$ cat config.mk
export PLATFORM = sky130hd
export DESIGN_NAME = lu_issue_buffer
export DESIGN_NICKNAME = d
export VERILOG_FILES = /design/src/verilog/core_cfg_pkg.sv /design/src/verilog/lsu_pkg.sv /design/src/verilog/lu_issue_buffer.sv
export SDC_FILE = /design/constraint.sdc
export NUM_CORES = 1
export LEC_CHECK = 0
export ABC_AREA = 1
export BUFFER_PORTS_ARGS = -buffer_cell sky130_fd_sc_hd__buf_2
export CORE_ASPECT_RATIO = 0.6
export CORE_MARGIN = 3
export CORE_UTILIZATION = 36
export DETAILED_ROUTE_END_ITERATION = 16
export RECOVER_POWER = 25
export SYNTH_ARGS = -nofsm -noshare
export SYNTH_HDL_FRONTEND = slang
export SYNTH_SLANG_ARGS = --single-unit
$ cat constraint.sdc
create_clock -name CLK -period 5.87 [get_ports CLK]
set_clock_uncertainty 0.15 [all_clocks]
set_input_delay 0.2935 -clock CLK [delete_from_list [all_inputs] [get_ports CLK]]
set_output_delay 0.2935 -clock CLK [all_outputs]
set_load 0.02 [all_outputs]
$ cat src/verilog/core_cfg_pkg.sv
package core_cfg_pkg;

	// Integer datapath width
	localparam int XLEN = 64;

	// Architectural integer registers x0..x31
	localparam int ARCH_REG_BITS = 5;

	// Rename copies per architectural register, log2
	localparam int RN_BITS = 2;

	// Physical tag is arch index plus rename copy
	localparam int PREG_BITS = ARCH_REG_BITS + RN_BITS;
	localparam int PREG_NUM = 1 << PREG_BITS;

	// Load issue buffer sizing
	localparam int LU_DEPTH = 4;
	localparam int LU_IDX_BITS = 2;

	// Store issue FIFO sizing
	localparam int SU_DEPTH = 4;
	localparam int SU_IDX_BITS = 2;

endpackage

$ cat src/verilog/lsu_pkg.sv
package lsu_pkg;

	// Opcode field widths
	localparam int LU_OP_W = 3;
	localparam int SU_OP_W = 2;
	localparam int IMM_W = core_cfg_pkg::XLEN;

	// Load opcodes, unsigned variants last
	typedef enum logic [LU_OP_W-1:0] {
		LB,
		LH,
		LW,
		LD,
		LBU,
		LHU,
		LWU
	} lu_op_e;

	// Store opcodes
	typedef enum logic [SU_OP_W-1:0] {
		SB,
		SH,
		SW,
		SD
	} su_op_e;

	// Access size handed to the load unit
	typedef enum logic [1:0] {
		BYTE,
		HALF,
		WORD,
		DOUBLE
	} lu_width_e;

	// Load info layout, MSB first: op, imm, rd, rs1
	localparam int LU_RS1_LSB = 0;
	localparam int LU_RD_LSB = LU_RS1_LSB + core_cfg_pkg::PREG_BITS;
	localparam int LU_IMM_LSB = LU_RD_LSB + core_cfg_pkg::PREG_BITS;
	localparam int LU_OP_LSB = LU_IMM_LSB + IMM_W;
	localparam int LU_INFO_W = LU_OP_LSB + LU_OP_W;

	// Store info layout, MSB first: op, imm, rs1, rs2
	localparam int SU_RS2_LSB = 0;
	localparam int SU_RS1_LSB = SU_RS2_LSB + core_cfg_pkg::PREG_BITS;
	localparam int SU_IMM_LSB = SU_RS1_LSB + core_cfg_pkg::PREG_BITS;
	localparam int SU_OP_LSB = SU_IMM_LSB + IMM_W;
	localparam int SU_INFO_W = SU_OP_LSB + SU_OP_W;

endpackage

$ cat src/verilog/lu_issue_buffer.sv
`timescale 1ns/10ps

module lu_issue_buffer (
	input logic CLK,
	input logic rst_n,

	// Dispatch strobe
	input logic lu_dispatch,
	input lsu_pkg::lu_op_e lu_op,
	input logic [core_cfg_pkg::XLEN-1:0] lu_imm,
	input logic [core_cfg_pkg::PREG_BITS-1:0] lu_rd,
	input logic [core_cfg_pkg::PREG_BITS-1:0] lu_rs1,

	// Removal of an issued entry
	input logic lu_pop,
	input logic [core_cfg_pkg::LU_IDX_BITS-1:0] lu_pop_index,

	// Slot occupancy and contents
	output logic [core_cfg_pkg::LU_DEPTH-1:0] lu_malloc,
	output logic [core_cfg_pkg::LU_DEPTH*lsu_pkg::LU_INFO_W-1:0] lu_info_flat,
	output logic lu_full
);

	logic [lsu_pkg::LU_INFO_W-1:0] info_q [core_cfg_pkg::LU_DEPTH];
	logic [core_cfg_pkg::LU_IDX_BITS-1:0] free_idx;

	assign lu_full = &lu_malloc;

	// Lowest free slot
	// Scan downward so the smallest index is written last
	always_comb begin
		free_idx = '0;
		for (int i = core_cfg_pkg::LU_DEPTH - 1; i >= 0; i--) begin
			if (!lu_malloc[i]) begin
				free_idx = i[core_cfg_pkg::LU_IDX_BITS-1:0];
			end
		end
	end

	// Occupied bits
	// Pop and dispatch never share a slot, popped one is occupied
	always_ff @(posedge CLK or negedge rst_n) begin
		if (!rst_n) begin
			lu_malloc <= '0;
		end else begin
			if (lu_pop) begin
				lu_malloc[lu_pop_index] <= 1'b0;
			end
			if (lu_dispatch) begin
				lu_malloc[free_idx] <= 1'b1;
			end
		end
	end

	// Load info payload
	always_ff @(posedge CLK) begin
		if (lu_dispatch) begin
			info_q[free_idx] <= {lu_op, lu_imm, lu_rd, lu_rs1};
		end
	end

	for (genvar i = 0; i < core_cfg_pkg::LU_DEPTH; i++) begin : g_flat
		assign lu_info_flat[i*lsu_pkg::LU_INFO_W +: lsu_pkg::LU_INFO_W] = info_q[i];
	end

	// Dispatch side must respect lu_full
	a_no_dispatch_full: assert property (
		@(posedge CLK) disable iff (!rst_n) lu_dispatch |-> !lu_full
	);

	// Issue logic only pops live slots
	a_no_pop_empty: assert property (
		@(posedge CLK) disable iff (!rst_n) lu_pop |-> lu_malloc[lu_pop_index]
	);

endmodule

# After elaboration in Yosys (flattened, before gate mapping)
# Memories as Yosys holds them, arrays and structs flattened.
# Cells that the tools add are included.
[totals]
mem_bits_rw = 324
mem_count = 1
ff_bits = 4
output_inout_bits = 329
inputBits = 87
latch_bits = 0
mem_bits_ro = 0
wordCells = 24
[op_classes]
n_mux = 12
bitwise_logic = 3
order_cmp = 4
reduce_logical = 3
eq_ne = 0
multipliers = 0
shifts = 0
n_div = 0
add_sub_neg = 0
[memory_table]
columns = ["name", "words", "word_bits", "read_ports", "rd_clocked_by_memory_dff", "write_ports", "line", "text"]
rows = [
  ["info_q", 4, 81, 4, 0, 1, "lu_issue_buffer.sv:24", "logic [lsu_pkg::LU_INFO_W-1:0] info_q [core_cfg_pkg::LU_DEPTH];"],
]
[op_table]
columns = ["op", "n"]
rows = [
  ["$mux 2", 4],
  ["$mux 4", 2],
  ["$lt 2x3->1 const B", 2],
  ["$and 4x4->4", 1],
  ["$demux 1 s2", 2],
  ["$ge 2x1->1 const B", 2],
  ["$mux 1", 4],
  ["$not 4->4", 1],
  ["$or 4x4->4", 1],
  ["$reduce_and 4->1", 1],
  ["$logic_and 1x1->1", 2],
]

# Logic depth before layout (Yosys ltp)
# Gate-level depths: netlist (run 1).
[logic_depth]
word_depth = 10
ltp_mapped = 6
ltp_nobuf = 6

# Worst setup path before layout (run 1)
# OpenSTA, ideal clock, no wires.
[synth_path]
path_type = "register to register"
start = "register lu_malloc[0] (netlist bit)"
end = "memory info_q[3][0] (netlist bit) (enable)"
path_stages_with_launch = 3
path_buffers = 0
t_required_ns = 5.199
slack_ns = 1.146
setup_time_ns = 0.521
period_less_slack_ns = 4.724
t_arrival_ns = 4.053
path_cell_list = "dfrtp_1 > nand4_1 > nor2_1"
[synth_via]
elab_chain_len = 1
[synth_rtl]
columns = ["item", "line", "text"]
rows = [
  ["from (decl)", "lu_issue_buffer.sv:19", "output logic [core_cfg_pkg::LU_DEPTH-1:0] lu_malloc,"],
  ["from (signal assigned)", "lu_issue_buffer.sv:44", "lu_malloc <= '0;"],
  ["from (signal, indexed assignment)", "lu_issue_buffer.sv:47", "lu_malloc[lu_pop_index] <= 1'b0;"],
  ["from (signal, indexed assignment)", "lu_issue_buffer.sv:50", "lu_malloc[free_idx] <= 1'b1;"],
  ["$mux 2", "lu_issue_buffer.sv:34", "if (!lu_malloc[i]) begin"],
  ["to (decl)", "lu_issue_buffer.sv:24", ""],
]
# No other way between the ends.

# Final worst setup path (run 1)
[layout_path]
start = "register lu_malloc[3] (netlist bit)"
end = "memory info_q[3][29] (netlist bit) (enable)"
[layout_via]
elab_chain_len = 4
[layout_rtl]
columns = ["item", "line"]
rows = [
  ["$mux 2 (4 in a row)", "lu_issue_buffer.sv:34"],
]
# No other way between the ends.

==> impl_metrics.env, run 1 <==
export IMPL_crit_buf_inv=2
export IMPL_ir_drop_uv=318.0
export IMPL_num_rows=46
export IMPL_gr_usage_all_layers=0.1764
export IMPL_core_area_um2=26820
export IMPL_setup_viol=0
export IMPL_power_density_nw_per_um2=470.4
export IMPL_hold_viol_final=0
export IMPL_htreeDepth=1
export IMPL_synth_top_area_frac=0.9749
export IMPL_ys_seq_area_frac=0.9850
export IMPL_drc=0
export IMPL_period_share=0.4765
export IMPL_synth_cell_types=12
export IMPL_critPathTopFamily="simple AND/OR/NAND/NOR gates"
export IMPL_port_buffers=415
export IMPL_syn_nets=450
export IMPL_worst_slew_pin_slew_ns=1.036
export IMPL_drive_gt1_frac=0.4420
export IMPL_clkLatencyLatePin_ns=0.55
export IMPL_setup_tns_final_ns=0
export IMPL_gp_congestion=0.8216
export IMPL_antenna_found_initial=1
export IMPL_vias_per_cell=4.526
export IMPL_ys_flop_type="edfxtp_1"
export IMPL_grt_pass1_wl_um=39260
export IMPL_syn_inst=363
export IMPL_numCtsBuffers=29
export IMPL_outcome="finished, final reports clean"
export IMPL_final_nets=989
export IMPL_max_stage_delay_ns=0.81
export IMPL_synth_area_leaders="edfxtp_1 97%, dfrtp_1 1.0%, nand2_1 0.49%"
export IMPL_relSlewSlack=0.3075
export IMPL_fin_hold_ws_ns=0.3837
export IMPL_max_cap_viol_count=0
export IMPL_finish_instance_area_um2=14300
export IMPL_hpwlAfterDp_um=18250
export IMPL_grt_start_max_net_pins=63
export IMPL_detail_route_antenna_nets=0
export IMPL_die_height_um=135.0
export IMPL_cp_arrival_ns=2.83
export IMPL_max_freq_mhz=357.5
export IMPL_wire_per_inst_um=21.21
export IMPL_cp_slowest_cell="nor2_4"
export IMPL_synth_commonest_cells="324 x edfxtp_1, 13 x nand2_1, 8 x inv_1"
export IMPL_crit_type="register to register"
export IMPL_dpl_cell_area_um2=12550
export IMPL_vias=5811
export IMPL_yosysWarningCount=0
export IMPL_firstDrtPassIters=5
export IMPL_root_buffer="clkbuf_16"
export IMPL_drt_iter0_markers=393
export IMPL_p_leak_nw=5.428
export IMPL_endpoint_kind="register"
export IMPL_synth_async_sr_flop_share=0.01220
export IMPL_yosysMostFrequentCell="edfxtp_1"
export IMPL_worst_ep_required_time_ns=5.90
export IMPL_dieWidth_um=220.9
export IMPL_start_kind="register"
export IMPL_crit_chain="inv_1 -> nand4_1 -> nor2_4 -> buf_4"
export IMPL_initial_utilization=0.3721
export IMPL_first_global_vias=5904
export IMPL_synth_edf_count=324
export IMPL_totalWireLength_um=27230
export IMPL_cts_sinks=328
export IMPL_area_growth_syn_to_layout_pct=43.27
export IMPL_die_area_um2=29820
export IMPL_ys_ff_latch=328
export IMPL_synth_area_um2=9980
export IMPL_finalPower_mw=6.725
export IMPL_clockBufferDepth=3
export IMPL_syn_area_per_cell_um2=27.49
export IMPL_synth_largest_area_cell="edfxtp_1"
export IMPL_rsz0062_at_grt="no"
export IMPL_fillerInstances=2136
export IMPL_path_clk_slew_ns=0.07
export IMPL_slew_viol_final=0
export IMPL_crit_path_max_fanout=49
export IMPL_cts_tree="built"
export IMPL_hold_path_class="input pin to register"
export IMPL_grt_ovfl_total=0
export IMPL_io_pin_count=416
export IMPL_finalCriticalPeriod_ns=2.797
==> logic make-up after synthesis <==
| family | share of synthesized area |
|---|---|
| buffers and inverters | 0.003385 |
| AO/OA/AOI/OAI | 0.002507 |
| flip-flops | 0.9850 |
| AND/OR/NAND/NOR | 0.009154 |
==> power by group <==
part / internal, mW / total, mW / switching (mW)
registers: 3.19 / 3.32 / 0.132
logic: 0.362 / 1.55 / 1.18
clock network: 1.04 / 1.86 / 0.818
total: 4.59 / 6.73 / 2.13
==> timing repair <==
| item | 4_1_cts | 5_1_grt |
|---|---|---|
| hold buffers | 89 | 0 |
| hold endpoints to repair | 332 | 0 |
| setup buffers | 0 | 0 |
| gates resized for setup | 0 | 0 |
==> state kept, by name, indices dropped and copies added, names as in the netlist <==
signal,flops
info_q,324
lu_malloc,4
==> routing by layer <==
layer / up-vias / GRT usage / share of wire
li1: 2526 / - / -
met1: 2919 / 0.2252 / 0.40
met3: 51 / 0.07669 / 0.11
met4: 0 / 0.04537 / 0.024
met5: - / 0 / 0
met2: 315 / 0.2802 / 0.47
==> cell usage in the layout (no fill, tap or decap), drive strengths merged <==
cell type	n
dfrtp	4
clkinv	12
nand3	2
o21ai	3
nor2	3
nand2	15
nand4	1
a21oi	2
diode	1
bufinv	3
edfxtp	324
clkbuf	95
clkinvlp	4
buf	356
inv	10
dlygate4sd3	89
==> final timing paths <==
path	to	slack [ns]	from	cells past startpoint
max	info_q[3][29]	3.07	lu_malloc[3]	4
min	info_q[2][38]	0.38	lu_imm[24]	2
max reg2reg	info_q[3][29]	3.07	lu_malloc[3]	4
min reg2reg	lu_malloc[1]	0.47	lu_malloc[1]	2
max in group asynchronous	lu_malloc[3]	4.86	rst_n	3
min in group asynchronous	lu_malloc[2]	0.52	rst_n	3
==> final cells by class <==
type	count	area, µm²	area share
Sequential cell	328	9829	0.6875
Inverter	9	41.29	0.002888
Antenna cell	1	2.502	0.0001750
Multi-Input combinational cell	26	123.9	0.008664
Timing Repair Buffer	508	2919	0.2042
Clock inverter	20	193.9	0.01356
Clock buffer	32	737.0	0.05154
Tap cell	360	450.4	0.03150
==> stage by stage <==
step	std cells	setup slack, ns	utilization
floorplan	363	1.146	-
global placement	1142	3.085	0.4680
detailed placement	1142	2.999	0.4680
CTS	1283	2.985	0.5359
global route	1284	2.873	0.5331
finish	1284	3.073	0.5331
==> worst reg2reg max path: stages, from the launching register on <==
cell and delay (ns):
dfrtp_1 0.43, inv_1 0.11, nand4_1 0.15, nor2_4 0.81, buf_4 0.73
(Power assumes the default switching activity.)
==> run 2, diff against run 1 <==
--- a/config.mk
+++ b/config.mk
@@ -11,6 +11,7 @@
 export CORE_MARGIN = 3
 export CORE_UTILIZATION = 36
 export DETAILED_ROUTE_END_ITERATION = 16
+export PLACE_DENSITY = 0.65
 export RECOVER_POWER = 25
 export SYNTH_ARGS = -nofsm -noshare
 export SYNTH_HDL_FRONTEND = slang
==> constraint.sdc (replaced) <==
create_clock -name CLK -period 2.5 [get_ports CLK]
set_clock_uncertainty 0.15 [all_clocks]
set_input_delay 0.125 -clock CLK [delete_from_list [all_inputs] [get_ports CLK]]
set_output_delay 0.125 -clock CLK [all_outputs]
set_load 0.02 [all_outputs]
==> run 2 against run 1 <==
Net effect: sequential power increased by 130%; routed wire length decreased by 1.8%; worst hold slack got worse by 0.17 ns; combinational power increased by 140%; power increased by 140%; sequential cell count unchanged; critical endpoint is now info_q[0][51].
==> impl_metrics.env, run 2 (synthesis gave the netlist of run 1 again) <==
export IMPL_outcome="finished, final reports clean"
export IMPL_relSlewSlack=0.6718
export IMPL_crit_path_max_fanout=31
export IMPL_comb_power_share=0.233
export IMPL_vias=5777
export IMPL_num_rows=46
export IMPL_area_growth_syn_to_layout_pct=45.41
export IMPL_antenna_found_initial=0
export IMPL_dpl_worst_slack_ns=0.5595
export IMPL_p_switching_mw=4.977
export IMPL_drive_gt1_frac=0.4516
export IMPL_port_buffers=415
export IMPL_slew_viol_final=0
export IMPL_first_global_vias=5998
export IMPL_pwr_share_clk=0.286
export IMPL_antenna_cells=0
export IMPL_switching_share=0.3067
export IMPL_rsz0062_at_grt="no"
export IMPL_max_cap_viol_count=0
export IMPL_detail_route_antenna_nets=0
export IMPL_cp_slowest_cell="dfrtp_2"
export IMPL_hold_buffers=92
export IMPL_core_area_um2=26820
export IMPL_endpoint_kind="register"
export IMPL_grt_start_max_net_pins=52
export IMPL_met3WireLength_um=2664
export IMPL_max_freq_mhz=509.8
export IMPL_cp_common_cell="nand2_2"
export IMPL_instances_no_fill=1290
export IMPL_ctsResizeCount=0
export IMPL_die_area_um2=29820
export IMPL_clockBufferDepth=3
export IMPL_clkLatencyLatePin_ns=0.54
export IMPL_finalPower_mw=16.23
export IMPL_power_density_nw_per_um2=1118
export IMPL_crit_chain="nand2_2 -> inv_2 -> a21oi_1 -> nand2_2 -> clkinvlp_4 -> buf_4"
export IMPL_path_clk_slew_ns=0.07
export IMPL_hold_path_class="input pin to register"
export IMPL_hpwlAfterDp_um=18140
export IMPL_seqPwrFrac=0.481
export IMPL_ir_drop_uv=799.5
export IMPL_period_share=0.7846
export IMPL_largest_register_ffs=324
export IMPL_max_stage_delay_ns=0.44
export IMPL_setup_viol=0
export IMPL_cts_tree="built"
export IMPL_worst_slew_pin_slew_ns=0.4924
export IMPL_internal_power_mw=11.25
export IMPL_largestRegisters="info_q (324), lu_malloc (4)"
export IMPL_initial_utilization=0.3721
export IMPL_wire_per_inst_um=20.72
export IMPL_dp_cells=1146
export IMPL_totalWireLength_um=26740
export IMPL_numCtsBuffers=29
export IMPL_wl_met2_um=12860
export IMPL_dieWidth_um=220.9
export IMPL_crit_type="register to register"
export IMPL_grt_pass1_wl_um=38900
export IMPL_gr_usage_all_layers=0.1729
export IMPL_final_cell_mix="352 x buf_2, 324 x edfxtp_1, 92 x dlygate4sd3_1"
export IMPL_worst_slack_ns=0.5386
export IMPL_finalCriticalPeriod_ns=1.961
export IMPL_gp_congestion=0.8557
export IMPL_io_pin_count=416
export IMPL_htreeDepth=1
export IMPL_cts_sinks=328
export IMPL_vias_per_cell=4.478
export IMPL_top_layer_used="met4"
export IMPL_wirelength_met1_um=10700
export IMPL_worst_ep_required_time_ns=2.53
export IMPL_final_common_cell="buf_2"
export IMPL_drc=0
export IMPL_drt_iter0_markers=334
export IMPL_final_nets=996
export IMPL_grt_ovfl_total=0
export IMPL_hold_viol_final=0
export IMPL_die_height_um=135.0
export IMPL_start_kind="register"
export IMPL_p_leak_nw=5.493
export IMPL_cts_setup_buffers=0
export IMPL_firstDrtPassIters=4
export IMPL_top_register="info_q"
export IMPL_cp_arrival_ns=1.99
export IMPL_root_buffer="clkbuf_16"
==> run 2: final timing paths <==
check / startpoint / to / slack, ns / cells past startpoint
max in group asynchronous: rst_n / lu_malloc[3] / 1.64 / 3
worst min-delay path: lu_rd[0] / info_q[0][7] / 0.22 / 2
worst max register to register: lu_malloc[0] / info_q[0][51] / 0.54 / 6
min in group asynchronous: rst_n / lu_malloc[0] / 0.35 / 3
worst max-delay path: lu_malloc[0] / info_q[0][51] / 0.54 / 6
worst min register to register: lu_malloc[3] / lu_malloc[3] / 0.46 / 2
==> run 2: area by class of cell <==
| type | instances | area (µm²) |
|---|---|---|
| tap | 360 | 450.4 |
| clock inverter | 16 | 241.5 |
| multi-input combinational | 26 | 133.9 |
| sequential | 328 | 9834 |
| fill | 2124 | 12310 |
| clock buffer | 36 | 752.0 |
| timing repair buffer | 515 | 3054 |
| inverter | 9 | 45.04 |
==> run 2: stage by stage <==
stage,setup TNS [ns],util,hold slack (ns),cell area [µm²]
after floorplan,-0.3073,-,-0.3206,10010
after global placement,0,0.4726,-0.2144,12680
after detailed placement,0,0.4726,-0.2086,12680
after CTS,0,0.5440,0.1517,14590
after global routing,0,0.5411,0.2290,14510
final,0,0.5411,0.2187,14510
==> run 2: per-layer routing <==
metal | up-vias | track usage
met3 | 42 | 0.06756
met1 | 2880 | 0.2235
met5 | - | 0
met4 | 0 | 0.03751
met2 | 306 | 0.2809
li1 | 2549 | -
==> run 2: critical path: cells and delay by family, from the launching register on <==
kind            cells  cell delay, ns
buf+inv             3            0.55
simple gates        2            0.21
flops               1            0.44
compound gates      1            0.21
==> run 2: power groups by stage <==
stage	clock network, mW	logic, mW	registers (mW)
6_report	4.65	3.78	7.80
5_1_grt	4.98	4.00	7.89
4_1_cts	4.76	3.85	7.80
3_5_place_dp	0	3.69	7.89
3_3_place_gp	0	3.65	7.87
2_1_floorplan	0	0.624	9.26
