**config.mk**
```make
export PLATFORM = sky130hd
export DESIGN_NAME = su_issue_fifo
export DESIGN_NICKNAME = d
export VERILOG_FILES = /design/src/verilog/core_cfg_pkg.sv /design/src/verilog/lsu_pkg.sv /design/src/verilog/su_issue_fifo.sv
export SDC_FILE = /design/constraint.sdc
export NUM_CORES = 1
export LEC_CHECK = 0
export BUFFER_PORTS_ARGS = -buffer_cell sky130_fd_sc_hd__buf_2
export CORE_ASPECT_RATIO = 0.9
export CORE_MARGIN = 3
export CORE_UTILIZATION = 35
export CTS_CLUSTER_DIAMETER = 50
export DETAILED_ROUTE_END_ITERATION = 8
export PLACE_DENSITY_LB_ADDON = 0.2
export SYNTH_ARGS = -nofsm -noshare
export SYNTH_HDL_FRONTEND = slang
export SYNTH_SLANG_ARGS = --single-unit
```
**constraint.sdc**
```tcl
create_clock -name CLK -period 7.2 [get_ports CLK]
set_input_delay 1.08 -clock CLK [delete_from_list [all_inputs] [get_ports CLK]]
set_output_delay 1.08 -clock CLK [all_outputs]
set_load 0.01 [all_outputs]
```
**src/verilog/core_cfg_pkg.sv**
```systemverilog
package core_cfg_pkg;

	// Integer datapath width
	localparam int XLEN = 64;

	// Architectural integer registers x0..x31
	localparam int ARCH_REG_BITS = 5;

	// Rename copies per architectural register, log2
	localparam int RN_BITS = 2;

	// Physical tag is arch index plus rename copy
	localparam int PREG_BITS = ARCH_REG_BITS + RN_BITS;
	localparam int PREG_NUM = 1 << PREG_BITS;

	// Load issue buffer sizing
	localparam int LU_DEPTH = 4;
	localparam int LU_IDX_BITS = 2;

	// Store issue FIFO sizing
	localparam int SU_DEPTH = 4;
	localparam int SU_IDX_BITS = 2;

endpackage

```
**src/verilog/lsu_pkg.sv**
```systemverilog
package lsu_pkg;

	// Opcode field widths
	localparam int LU_OP_W = 3;
	localparam int SU_OP_W = 2;
	localparam int IMM_W = core_cfg_pkg::XLEN;

	// Load opcodes, unsigned variants last
	typedef enum logic [LU_OP_W-1:0] {
		LB,
		LH,
		LW,
		LD,
		LBU,
		LHU,
		LWU
	} lu_op_e;

	// Store opcodes
	typedef enum logic [SU_OP_W-1:0] {
		SB,
		SH,
		SW,
		SD
	} su_op_e;

	// Access size handed to the load unit
	typedef enum logic [1:0] {
		BYTE,
		HALF,
		WORD,
		DOUBLE
	} lu_width_e;

	// Load info layout, MSB first: op, imm, rd, rs1
	localparam int LU_RS1_LSB = 0;
	localparam int LU_RD_LSB = LU_RS1_LSB + core_cfg_pkg::PREG_BITS;
	localparam int LU_IMM_LSB = LU_RD_LSB + core_cfg_pkg::PREG_BITS;
	localparam int LU_OP_LSB = LU_IMM_LSB + IMM_W;
	localparam int LU_INFO_W = LU_OP_LSB + LU_OP_W;

	// Store info layout, MSB first: op, imm, rs1, rs2
	localparam int SU_RS2_LSB = 0;
	localparam int SU_RS1_LSB = SU_RS2_LSB + core_cfg_pkg::PREG_BITS;
	localparam int SU_IMM_LSB = SU_RS1_LSB + core_cfg_pkg::PREG_BITS;
	localparam int SU_OP_LSB = SU_IMM_LSB + IMM_W;
	localparam int SU_INFO_W = SU_OP_LSB + SU_OP_W;

endpackage

```
**src/verilog/su_issue_fifo.sv**
```systemverilog
`timescale 1ns/10ps

module su_issue_fifo (
	input logic CLK,
	input logic rst_n,

	// Dispatch strobe
	input logic su_dispatch,
	input lsu_pkg::su_op_e su_op,
	input logic [core_cfg_pkg::XLEN-1:0] su_imm,
	input logic [core_cfg_pkg::PREG_BITS-1:0] su_rs1,
	input logic [core_cfg_pkg::PREG_BITS-1:0] su_rs2,

	input logic su_pop,

	output logic su_empty,
	output logic su_full,
	output logic [lsu_pkg::SU_INFO_W-1:0] su_head_info
);

	logic [lsu_pkg::SU_INFO_W-1:0] fifo_q [core_cfg_pkg::SU_DEPTH];
	logic [core_cfg_pkg::SU_IDX_BITS-1:0] wr_ptr;
	logic [core_cfg_pkg::SU_IDX_BITS-1:0] rd_ptr;
	logic [core_cfg_pkg::SU_IDX_BITS:0] count;

	assign su_empty = (count == '0);
	assign su_full = (count == core_cfg_pkg::SU_DEPTH);
	// Oldest store in program order
	assign su_head_info = fifo_q[rd_ptr];

	// Pointers wrap naturally, depth is a power of two
	always_ff @(posedge CLK or negedge rst_n) begin
		if (!rst_n) begin
			wr_ptr <= '0;
			rd_ptr <= '0;
			count <= '0;
		end else begin
			if (su_dispatch) begin
				wr_ptr <= wr_ptr + 1'b1;
			end
			if (su_pop) begin
				rd_ptr <= rd_ptr + 1'b1;
			end
			case ({su_dispatch, su_pop})
				2'b10: count <= count + 1'b1;
				2'b01: count <= count - 1'b1;
				default: count <= count;
			endcase
		end
	end

	// Store info payload
	always_ff @(posedge CLK) begin
		if (su_dispatch) begin
			fifo_q[wr_ptr] <= {su_op, su_imm, su_rs1, su_rs2};
		end
	end

	a_no_push_full: assert property (
		@(posedge CLK) disable iff (!rst_n) su_dispatch |-> !su_full
	);

	a_no_pop_empty: assert property (
		@(posedge CLK) disable iff (!rst_n) su_pop |-> !su_empty
	);

endmodule

```
# After elaboration in Yosys (flattened, before gate mapping)

Memory sizes are Yosys's and may differ from the RTL's.
Cells that the tools add are included.

Flip-flop bits (word level): 7
RAM bits: 320
Input port bits: 84
Output and inout port bits: 82
Word-level logic and storage cells: 16
Memories: 1

Memories:

| name   | depth | width | read ports | clocked after Yosys merged registers in | wr ports | line                | source |
|---|---|---|---|---|---|---|---|
| fifo_q | 4     | 80    | 1          | 0                                       | 1        | su_issue_fifo.sv:21 | `logic [lsu_pkg::SU_INFO_W-1:0] fifo_q [core_cfg_pkg::SU_DEPTH];` |

Add/sub/neg operators: 4
Equality and inequality tests: 3
Mux-type cells: 3
Reductions and logical operators: 2

Operators by type and width:

| operator                                                           | number |
|---|---|
| 3-bit one-hot mux with 2 select lines                              | 1 |
| 2-bit by 1-bit adder with 2-bit output, second input constant      | 2 |
| 3-bit by 1-bit adder with 3-bit output, second input constant      | 1 |
| 3-bit == test, second input constant                               | 1 |
| 3-bit zero test                                                    | 1 |
| 3-bit by 1-bit subtractor with 3-bit output, second input constant | 1 |
| 2-bit by 1-bit == test with 1-bit output, second input constant    | 1 |
| 2-bit == test, second input constant                               | 1 |
| 1-bit two-way mux                                                  | 2 |
| 2-bit nonzero test                                                 | 1 |

# Longest topological paths before layout

Gate-level depths: netlist of the first run.

Word-level depth: 2
Depth in mapped cells: 7
Depth with buffers taken out: 7

# Worst setup path after synthesis of the first run

OpenSTA, ideal clock, no wires.

Path type: in2reg
From: in su_dispatch
To: mem fifo_q[0][0] (netlist name), enable pin
Library setup time: 447 ps
Arrival time: 2943 ps
Required time: 6753 ps
Slack: 3810 ps
Stages: 1
Path buffers: 0
Cells stage by stage: and2_1

Word-level cells in the longest chain between the ends: 2

RTL lines:

| what                                    | line                | source |
|---|---|---|
| start: declaration                      | su_issue_fifo.sv:8  | `input logic su_dispatch,` |
| 1-bit two-way mux                       | su_issue_fifo.sv:54 | `if (su_dispatch) begin` |
| 1-bit two-way mux (not written as such) | su_issue_fifo.sv:55 | `fifo_q[wr_ptr] <= {su_op, su_imm, su_rs1, su_rs2};` |
| end: declaration                        | su_issue_fifo.sv:21 |  |

No other way between the ends.

# Final worst setup path of the first run

From: reg rd_ptr[0] (netlist name)
To: out su_head_info[77] (netlist name)

Word-level cells in the longest chain between the ends: 1

RTL lines:

| what                     | line                | source |
|---|---|---|
| start: declaration       | su_issue_fifo.sv:23 | `logic [core_cfg_pkg::SU_IDX_BITS-1:0] rd_ptr;` |
| start signal: assignment | su_issue_fifo.sv:42 | `rd_ptr <= rd_ptr + 1'b1;` |
| memory 4 x 80 bit        | --                  |  |
| end: declaration         | su_issue_fifo.sv:18 | `output logic [lsu_pkg::SU_INFO_W-1:0] su_head_info` |

No other way between the ends.

==> results.json, run 1 <==
{
  "status": "completed",
  "synth_cell_types": 18,
  "setup_viol": 0,
  "tightest_slew_ns": 1.11,
  "fin_tns_setup_ns": 0,
  "critPathMaxFanout": 51,
  "wire_per_inst_um": 20.7,
  "htree_levels": 2,
  "post-place-cells": 1063,
  "worst_ep_arrival_time_ns": 3.16,
  "finalCritPeriodShare": 0.589,
  "grtUsageTotal": 0.130,
  "syn_nets": 545,
  "cts_tree": "done",
  "grt_max_degree": 52,
  "post_cts_resized": 0,
  "cts-root-buf": "clkbuf_16",
  "clock-sinks": 327,
  "avgSynthCellArea_um2": 26.4,
  "stdcell_count": 1129,
  "fp.dieW_um": 201,
  "row_count": 63,
  "fillers": 2923,
  "startpoint": "rd_ptr[0]$_DFFE_PN0P_",
  "place_area_um2": 13300,
  "synth-seq-cells": 327,
  "n_antenna_cell": 0,
  "required_ns": 6.12,
  "drt-total-wl_um": 23400,
  "hold_violations": 0,
  "cts_buffers": 37,
  "first_pass_iters": 4,
  "vias": 5350,
  "io_buffers": 165,
  "grt_pass1_wl_um": 36200,
  "drc_errors": 0,
  "ys_seq_area_frac": 0.814,
  "power.density_nw_per_um2": 416,
  "drv_slew": 0,
  "drive_gt1_frac": 0.461,
  "setup_slack_ns": 2.96,
  "cts_buffer_depth": 3,
  "slew_headroom": 0.261,
  "num-nets-final": 737,
  "first_global_vias": 5975,
  "area_growth_pct": 20.4,
  "skew_ns": 0.00931,
  "hp-class": "in2async",
  "cts_setup_buffers": 0,
  "cp-start-kind": "register",
  "clkSlewWorstSetupHoldPaths_ns": 0.06,
  "start_util": 0.360,
  "viasPerCell": 4.74,
  "first_iter_violations": 293,
  "synth_area_um2": 12000,
  "coreArea_um2": 33400,
  "num_io_pins": 166,
  "final_area_um2": 14500,
  "clk-insertion-delay-late_ns": 0.51,
  "peakVddDrop_mv": 0.265,
  "finalPower_w": 0.00602,
  "cp-end-kind": "output port",
  "worstSetupPathType": "reg2out",
  "die_h_um": 182,
  "min_period_ns": 4.24,
  "fmax_mhz": 236,
  "antenna_found_initial": 0,
  "netlist_instances": 455,
  "antenna_left": 0,
  "reg2reg_from": "wr_ptr[0]$_DFFE_PN0P_",
  "yosys_warnings": 0,
  "place_congestion": 0.697,
  "place_ws_ns": 3.33,
  "dieArea_um2": 36600,
  "p_leak_nw": 4.93,
  "hpwl_um": 13900,
  "rsz0062_at_grt": "no",
  "gr-total-overflow": 0,
  "hold_buffers": 0,
  "cap_violations": 0
}
-- layer usage --
layer | track usage | vias to the layer above | wire length, um
met5 | 0 | - | 0
met4 | 0.0346 | 0 | 434
met3 | 0.0380 | 36 | 1520
met2 | 0.216 | 155 | 11500
met1 | 0.168 | 2823 | 9950
li1 | - | 2336 | -
-- logic make-up (layout without fill, tap and decap cells) --
family / after synthesis / in the layout / share of synthesized area
compound gates: 2 / 2 / 0.000832
xor+xnor: 6 / 6 / 0.00437
fa+ha+maj: 6 / 6 / 0.00687
buf+inv: 24 / 243 / 0.0199
flops: 327 / 327 / 0.814
mux: 80 / 80 / 0.150
simple gates: 10 / 10 / 0.00427
-- worst max-delay path, stage by stage, from the launching register on --
cell	delay, ns
dfrtp_4	1.14
buf_4	0.70
mux4_2	0.60
buf_2	0.16
-- stage by stage --
| step | utilization | hold slack, ns |
|---|---|---|
| finish | 0.433 | 0.394 |
| global route | 0.433 | 0.372 |
| CTS | 0.433 | 0.362 |
| detailed placement | 0.397 | 0.478 |
| global placement | 0.397 | 0.481 |
| floorplan | - | 0.457 |
-- synthesized netlist by cell type --
| master | n | area share |
|---|---|---|
| and2_1 | 4 | 0.0021 |
| and3_1 | 1 | 0.00052 |
| buf_12 | 8 | 0.013 |
| buf_2 | 9 | 0.0037 |
| buf_6 | 1 | 0.00094 |
| dfrtp_1 | 7 | 0.015 |
| edfxtp_1 | 320 | 0.80 |
| fa_1 | 1 | 0.0017 |
| ha_1 | 5 | 0.0052 |
| inv_1 | 6 | 0.0019 |
| mux4_1 | 1 | 0.0022 |
| mux4_2 | 79 | 0.15 |
| nand2_1 | 3 | 0.00094 |
| nor2_1 | 1 | 0.00031 |
| nor3_1 | 1 | 0.00042 |
| o21ai_0 | 2 | 0.00083 |
| xnor2_1 | 2 | 0.0015 |
| xor2_1 | 4 | 0.0029 |
-- final timing paths --
check	to	slack, ns	cells past startpoint
setup / recovery	su_head_info[77]	2.96	3
hold / removal	rd_ptr[0]$_DFFE_PN0P_	0.39	1
setup reg to reg	fifo_q[2][77]$_DFFE_PP_	4.88	4
hold reg to reg	count[2]$_DFFE_PN0P_	0.49	1
max in group asynchronous	rd_ptr[1]$_DFFE_PN0P_	6.62	1
min in group CLK	count[2]$_DFFE_PN0P_	0.49	1
-- registers in the layout, summed over array words and instances, names as in the netlist --
register / cells
count: 3
wr_ptr: 2
rd_ptr: 2
fifo_q: 320
-- final cells by class --
| class | instances | area, um^2 | area share |
|---|---|---|---|
| sequential | 327 | 9790 | 0.677 |
| multi-input combinational | 104 | 2010 | 0.139 |
| tap | 455 | 569 | 0.0393 |
| clock inverter | 19 | 190 | 0.0131 |
| inverter | 6 | 22.5 | 0.00156 |
| timing repair buffer | 171 | 871 | 0.0602 |
| clock buffer | 47 | 1020 | 0.0702 |
-- report_power, final --
part / leakage (nW) / switching (W) / internal (W)
combinational: 1.33 / 0.000782 / 0.000718
sequential: 3.02 / 0.000211 / 0.00249
clock: 0.584 / 0.000708 / 0.00111
total: 4.93 / 0.00170 / 0.00432
-- cell usage in the layout (no fill, tap or decap) --
master / n
clkbuf_16: 39
and2_4: 4
clkbuf_1: 7
fa_1: 1
buf_2: 165
clkinv_4: 2
bufinv_16: 3
xnor2_1: 2
clkinvlp_4: 3
clkbuf_8: 1
mux4_2: 79
dfrtp_4: 2
nor2_1: 1
clkinv_1: 4
clkinv_2: 5
inv_8: 1
ha_1: 5
mux4_1: 1
inv_1: 6
buf_4: 6
and3_1: 1
nand2_1: 3
dfrtp_1: 5
xor2_1: 4
inv_6: 1
o21ai_0: 2
nor3_1: 1
edfxtp_1: 320
(Power assumes the default switching activity.)
==> inputs of run 2 (changes only) <==
==> constraint.sdc (replaced) <==
create_clock -name CLK -period 3.5 [get_ports CLK]
set_input_delay 0.525 -clock CLK [delete_from_list [all_inputs] [get_ports CLK]]
set_output_delay 0.525 -clock CLK [all_outputs]
set_load 0.01 [all_outputs]
==> run 2 against run 1 <==
Net effect: die area unchanged; first-iteration DRC count decreased by 15%; critical path depth unchanged; flip-flop and latch count unchanged; setup slack got worse by 2.3 ns; core utilization increased by 0.49 points; critical path type unchanged; register-to-register slack got worse by 3.4 ns; total power increased by 110%; sequential share of layout area decreased by 0.76 points; clock skew increased by 0.0037 ns; combinational power increased by 120%.
==> results.json, run 2 (same netlist as run 1, synthesis figures left out) <==
{
  "hold_buffers": 1,
  "pwr-share-comb": 0.265,
  "row_count": 63,
  "skew_ns": 0.0130,
  "peakVddDrop_mv": 0.499,
  "drv_slew": 0,
  "slowest_stage": "dfrtp_4",
  "io_buffers": 165,
  "viasPerCell": 4.78,
  "fmax_mhz": 348,
  "post_cts_resized": 0,
  "hpwl_um": 14100,
  "finalCritPeriodShare": 0.821,
  "power_frac_clock": 0.308,
  "cts_setup_buffers": 0,
  "post-place-cells": 1064,
  "required_ns": 2.97,
  "hold_violations": 0,
  "dieArea_um2": 36600,
  "place_area_um2": 13400,
  "critical_path_buf_inv_count": 2,
  "first_global_vias": 6086,
  "num-nets-final": 741,
  "final_area_um2": 14600,
  "start_util": 0.360,
  "fillers": 2914,
  "cts_tree": "done",
  "worstSetupPathType": "reg2out",
  "n_antenna_cell": 0,
  "fin_tns_setup_ns": 0,
  "largest_register": "fifo_q",
  "fp.dieW_um": 201,
  "antenna_left": 0,
  "switching_share": 0.281,
  "startpoint": "rd_ptr[1]$_DFFE_PN0P_",
  "min_period_ns": 2.87,
  "path_delay_family": "flip-flops",
  "clock-sinks": 327,
  "clkSlewWorstSetupHoldPaths_ns": 0.06,
  "antenna_found_initial": 1,
  "reg2reg_from": "wr_ptr[0]$_DFFE_PN0P_",
  "cts_buffer_depth": 3,
  "setup_viol": 0,
  "grt_max_degree": 48,
  "cp-end-kind": "output port",
  "num_io_pins": 166,
  "internal_power_w": 0.00910,
  "cts_buffers": 39,
  "mostFrequentLayoutCell": "edfxtp_1",
  "gr-total-overflow": 0,
  "hp-class": "in2reg",
  "grt_pass1_wl_um": 36800,
  "rsz0062_at_grt": "no",
  "first_iter_violations": 248,
  "wire_per_inst_um": 21.1,
  "coreArea_um2": 33400,
  "tightest_slew_ns": 0.701,
  "area_growth_pct": 21.7,
  "min_from": "su_imm[61]",
  "grtUsageTotal": 0.131,
  "slew_headroom": 0.533,
  "p_switching_w": 0.00356,
  "status": "completed",
  "vias": 5425,
  "clk-insertion-delay-late_ns": 0.52,
  "worst_ep_arrival_time_ns": 2.35,
  "largest_reg_flops": 320,
  "cap_violations": 0,
  "pwr-share-seq": 0.427,
  "critPathMaxFanout": 43,
  "first_pass_iters": 4,
  "cts-root-buf": "clkbuf_16",
  "power.density_nw_per_um2": 865,
  "reg_top3": "fifo_q: 320 flops, count: 3 flops",
  "drive_gt1_frac": 0.458,
  "stdcell_count": 1136,
  "place_congestion": 0.673,
  "final_cell_mix": "edfxtp_1 (320), buf_2 (165), mux4_2 (79)",
  "slowest_delay_ns": 0.88,
  "p_leak_nw": 5.00,
  "htree_levels": 2,
  "drt-total-wl_um": 23900,
  "cp_cell_sequence": "buf_12, mux4_2, buf_2",
  "drc_errors": 0,
  "cp-start-kind": "register",
  "die_h_um": 182
}
## run 2: cell count changes in the layout (fill, tap and decap cells not counted), sizes merged
cell,delta
clkinv,+1
dlygate4sd3,+1
buf,+1
clkbuf,+6
clkinvlp,-2
## run 2: final timing paths
check | endpoint | slack (ns) | depth (start not counted)
setup / recovery | su_head_info[22] | 0.63 | 3
hold / removal | fifo_q[3][75]$_DFFE_PP_ | 0.22 | 1
setup reg to reg | fifo_q[0][9]$_DFFE_PP_ | 1.51 | 4
hold reg to reg | count[2]$_DFFE_PN0P_ | 0.50 | 1
max in group asynchronous | rd_ptr[1]$_DFFE_PN0P_ | 2.94 | 2
min in group asynchronous | count[0]$_DFFE_PN0P_ | 0.36 | 2
## run 2: cell type report
type	count	area [um^2]	share of cell area
multi-input combinational	104	2010	0.137
inverter	6	22.5	0.00154
timing repair buffer	173	976	0.0667
clock inverter	18	174	0.0119
tap	455	569	0.0389
sequential	327	9790	0.669
clock buffer	53	1090	0.0745
## run 2: metal layers
metal  part of all wire  wire length [um]  GRT usage  up-vias
met2               0.49             11700      0.216      152
met1               0.43             10300      0.174     2871
li1                   -                 -          -     2354
met5            0.00054                13          0        -
met3              0.059              1420     0.0353       46
met4              0.021               502     0.0371        2
## run 2: per-stage QoR
step,worst slack (ns),power (W),utilization,hold WS (ns)
after global placement,1.07,0.00893,0.400,0.373
after global routing,0.505,0.0133,0.438,0.191
final,0.627,0.0127,0.438,0.218
after CTS,0.513,0.0130,0.438,0.184
after floorplan,0.569,0.00775,-,0.229
after detailed placement,1.07,0.00901,0.400,0.379
## run 2: power by group through the flow
stage                     logic (W)  clock network (W)  registers (W)
after floorplan             0.00240                  0        0.00536
after global placement      0.00347                  0        0.00546
after detailed placement    0.00350                  0        0.00551
after CTS                   0.00351            0.00404        0.00543
after global routing        0.00367            0.00420        0.00548
final                       0.00335            0.00390        0.00541
==> inputs of run 3 (changes only) <==
==> constraint.sdc (replaced) <==
create_clock -name CLK -period 2.7 [get_ports CLK]
set_input_delay 0.405 -clock CLK [delete_from_list [all_inputs] [get_ports CLK]]
set_output_delay 0.405 -clock CLK [all_outputs]
set_load 0.01 [all_outputs]
==> run 3 against run 2 <==
Net effect: cell count fell by 0.18%; hold slack worse by 0.12 ns; global-route usage fell by 0.22 points; wire length decreased by 1.7%; critical path type unchanged; critical endpoint is now su_head_info[41]; largest cell class unchanged; largest power group unchanged; highest routed layer is now met4.
==> results.json, run 3 (same netlist as run 1, synthesis figures left out) <==
{
  "status": "completed",
  "first_iter_violations": 334,
  "die_h_um": 182,
  "worstSetupPathType": "reg2out",
  "setup_viol": 0,
  "hp-class": "in2reg",
  "power.density_nw_per_um2": 1120,
  "drive_gt1_frac": 0.462,
  "io_buffers": 165,
  "drt-total-wl_um": 23500,
  "p_leak_nw": 5.01,
  "final_area_um2": 14700,
  "peakVddDrop_mv": 0.537,
  "cp_cell_sequence": "buf_16, mux4_2, buf_2",
  "cts-root-buf": "clkbuf_16",
  "htree_levels": 2,
  "start_util": 0.360,
  "first_global_vias": 6022,
  "slowest_stage": "mux4_2",
  "fillers": 2922,
  "row_count": 63,
  "num_io_pins": 166,
  "skew_ns": 0.00700,
  "reg_top3": "fifo_q: 320 flops, count: 3 flops",
  "place_area_um2": 13400,
  "drv_slew": 0,
  "min_period_ns": 2.57,
  "clock-sinks": 327,
  "clkSlewWorstSetupHoldPaths_ns": 0.06,
  "finalCritPeriodShare": 0.952,
  "mostFrequentLayoutCell": "edfxtp_1",
  "worst_ep_arrival_time_ns": 2.17,
  "cap_violations": 0,
  "required_ns": 2.30,
  "place_congestion": 0.692,
  "antenna_left": 0,
  "reg2reg_from": "wr_ptr[0]$_DFFE_PN0P_",
  "wire_per_inst_um": 20.7,
  "area_growth_pct": 21.8,
  "slowest_delay_ns": 0.62,
  "drc_errors": 0,
  "dieArea_um2": 36600,
  "fp.dieW_um": 201,
  "path_delay_family": "multiplexers",
  "largest_register": "fifo_q",
  "cp-start-kind": "register",
  "slew_headroom": 0.645,
  "final_cell_mix": "edfxtp_1 (320), buf_2 (160), mux4_2 (79)",
  "rsz0062_at_grt": "yes",
  "clk-insertion-delay-late_ns": 0.52,
  "viasPerCell": 4.75,
  "cts_setup_buffers": 0,
  "fin_tns_setup_ns": 0,
  "grt_pass1_wl_um": 36100,
  "antenna_found_initial": 1,
  "first_pass_iters": 6,
  "cp-end-kind": "output port",
  "cts_buffer_depth": 3,
  "min_from": "su_imm[51]",
  "largest_reg_flops": 320,
  "critical_path_buf_inv_count": 2,
  "cts_tree": "done",
  "coreArea_um2": 33400,
  "grt_max_degree": 81,
  "tightest_slew_ns": 0.532,
  "cts_buffers": 37,
  "hpwl_um": 13300,
  "grtUsageTotal": 0.129,
  "gr-total-overflow": 0,
  "vias": 5387,
  "hold_violations": 0,
  "startpoint": "rd_ptr[0]$_DFFE_PN0P_",
  "num-nets-final": 741,
  "fmax_mhz": 389,
  "critPathMaxFanout": 60
}
-- run 3: changes by cell type in the layout (fill, tap and decap cells not counted), sizes merged --
cell	previous run	this run
diode	0	1
buf	172	174
bufinv	3	6
inv	8	9
clkinv	12	16
clkbuf	53	40
-- run 3: worst reg2reg max path, stage by stage, from the launching register on --
cell and delay (ns):
dfrtp_1 0.42, inv_1 0.10, ha_1 0.16, and2_4 0.45
buf_12 0.36
-- run 3: area by class of cell --
class / count / area (um^2) / area share
Antenna cell: 1 / 2.50 / 0.000171
Clock buffer: 40 / 937 / 0.0640
Clock inverter: 26 / 285 / 0.0195
Inverter: 6 / 22.5 / 0.00154
Multi-Input combinational cell: 104 / 2010 / 0.137
Sequential cell: 327 / 9790 / 0.668
Tap cell: 455 / 569 / 0.0389
Timing Repair Buffer: 175 / 1030 / 0.0703
-- run 3: what timing repair did --
action	in CTS	in global routing
endpoints found under the setup margin	0	17
hold buffers	1	0
gates resized for setup	0	6
endpoints found under the hold margin	7	0
-- run 3: layer usage --
metal,global-route usage,vias up,share of wire
li1,-,2357,-
met1,0.171,2828,0.44
met2,0.208,152,0.48
met3,0.0393,50,0.064
met4,0.0393,0,0.022
met5,0,-,0
-- run 3: final timing paths --
kind,to,slack (ns),cells past startpoint
setup / recovery,su_head_info[41],0.13,3
hold / removal,fifo_q[3][65]$_DFFE_PP_,0.10,1
setup reg to reg,fifo_q[2][57]$_DFFE_PP_,0.86,4
hold reg to reg,count[0]$_DFFE_PN0P_,0.51,1
max in group asynchronous,rd_ptr[0]$_DFFE_PN0P_,2.24,2
min in group asynchronous,rd_ptr[1]$_DFFE_PN0P_,0.27,2
-- run 3: report_power, final --
group	leakage (nW)	internal (W)	total, W	switching [W]
sequential	3.02	0.00665	0.00693	0.000286
clock	0.601	0.00309	0.00499	0.00190
combinational	1.39	0.00210	0.00451	0.00241
-- run 3: per-stage QoR --
step,power [W],hold WS [ns],std cells,util,setup slack (ns)
floorplan,0.0100,0.109,455,-,0.647
global placement,0.0116,0.260,1066,0.400,0.589
detailed placement,0.0116,0.258,1066,0.400,0.585
CTS,0.0167,0.0717,1133,0.437,0.0139
global route,0.0173,0.0774,1133,0.438,-0.0333
finish,0.0164,0.101,1134,0.438,0.130
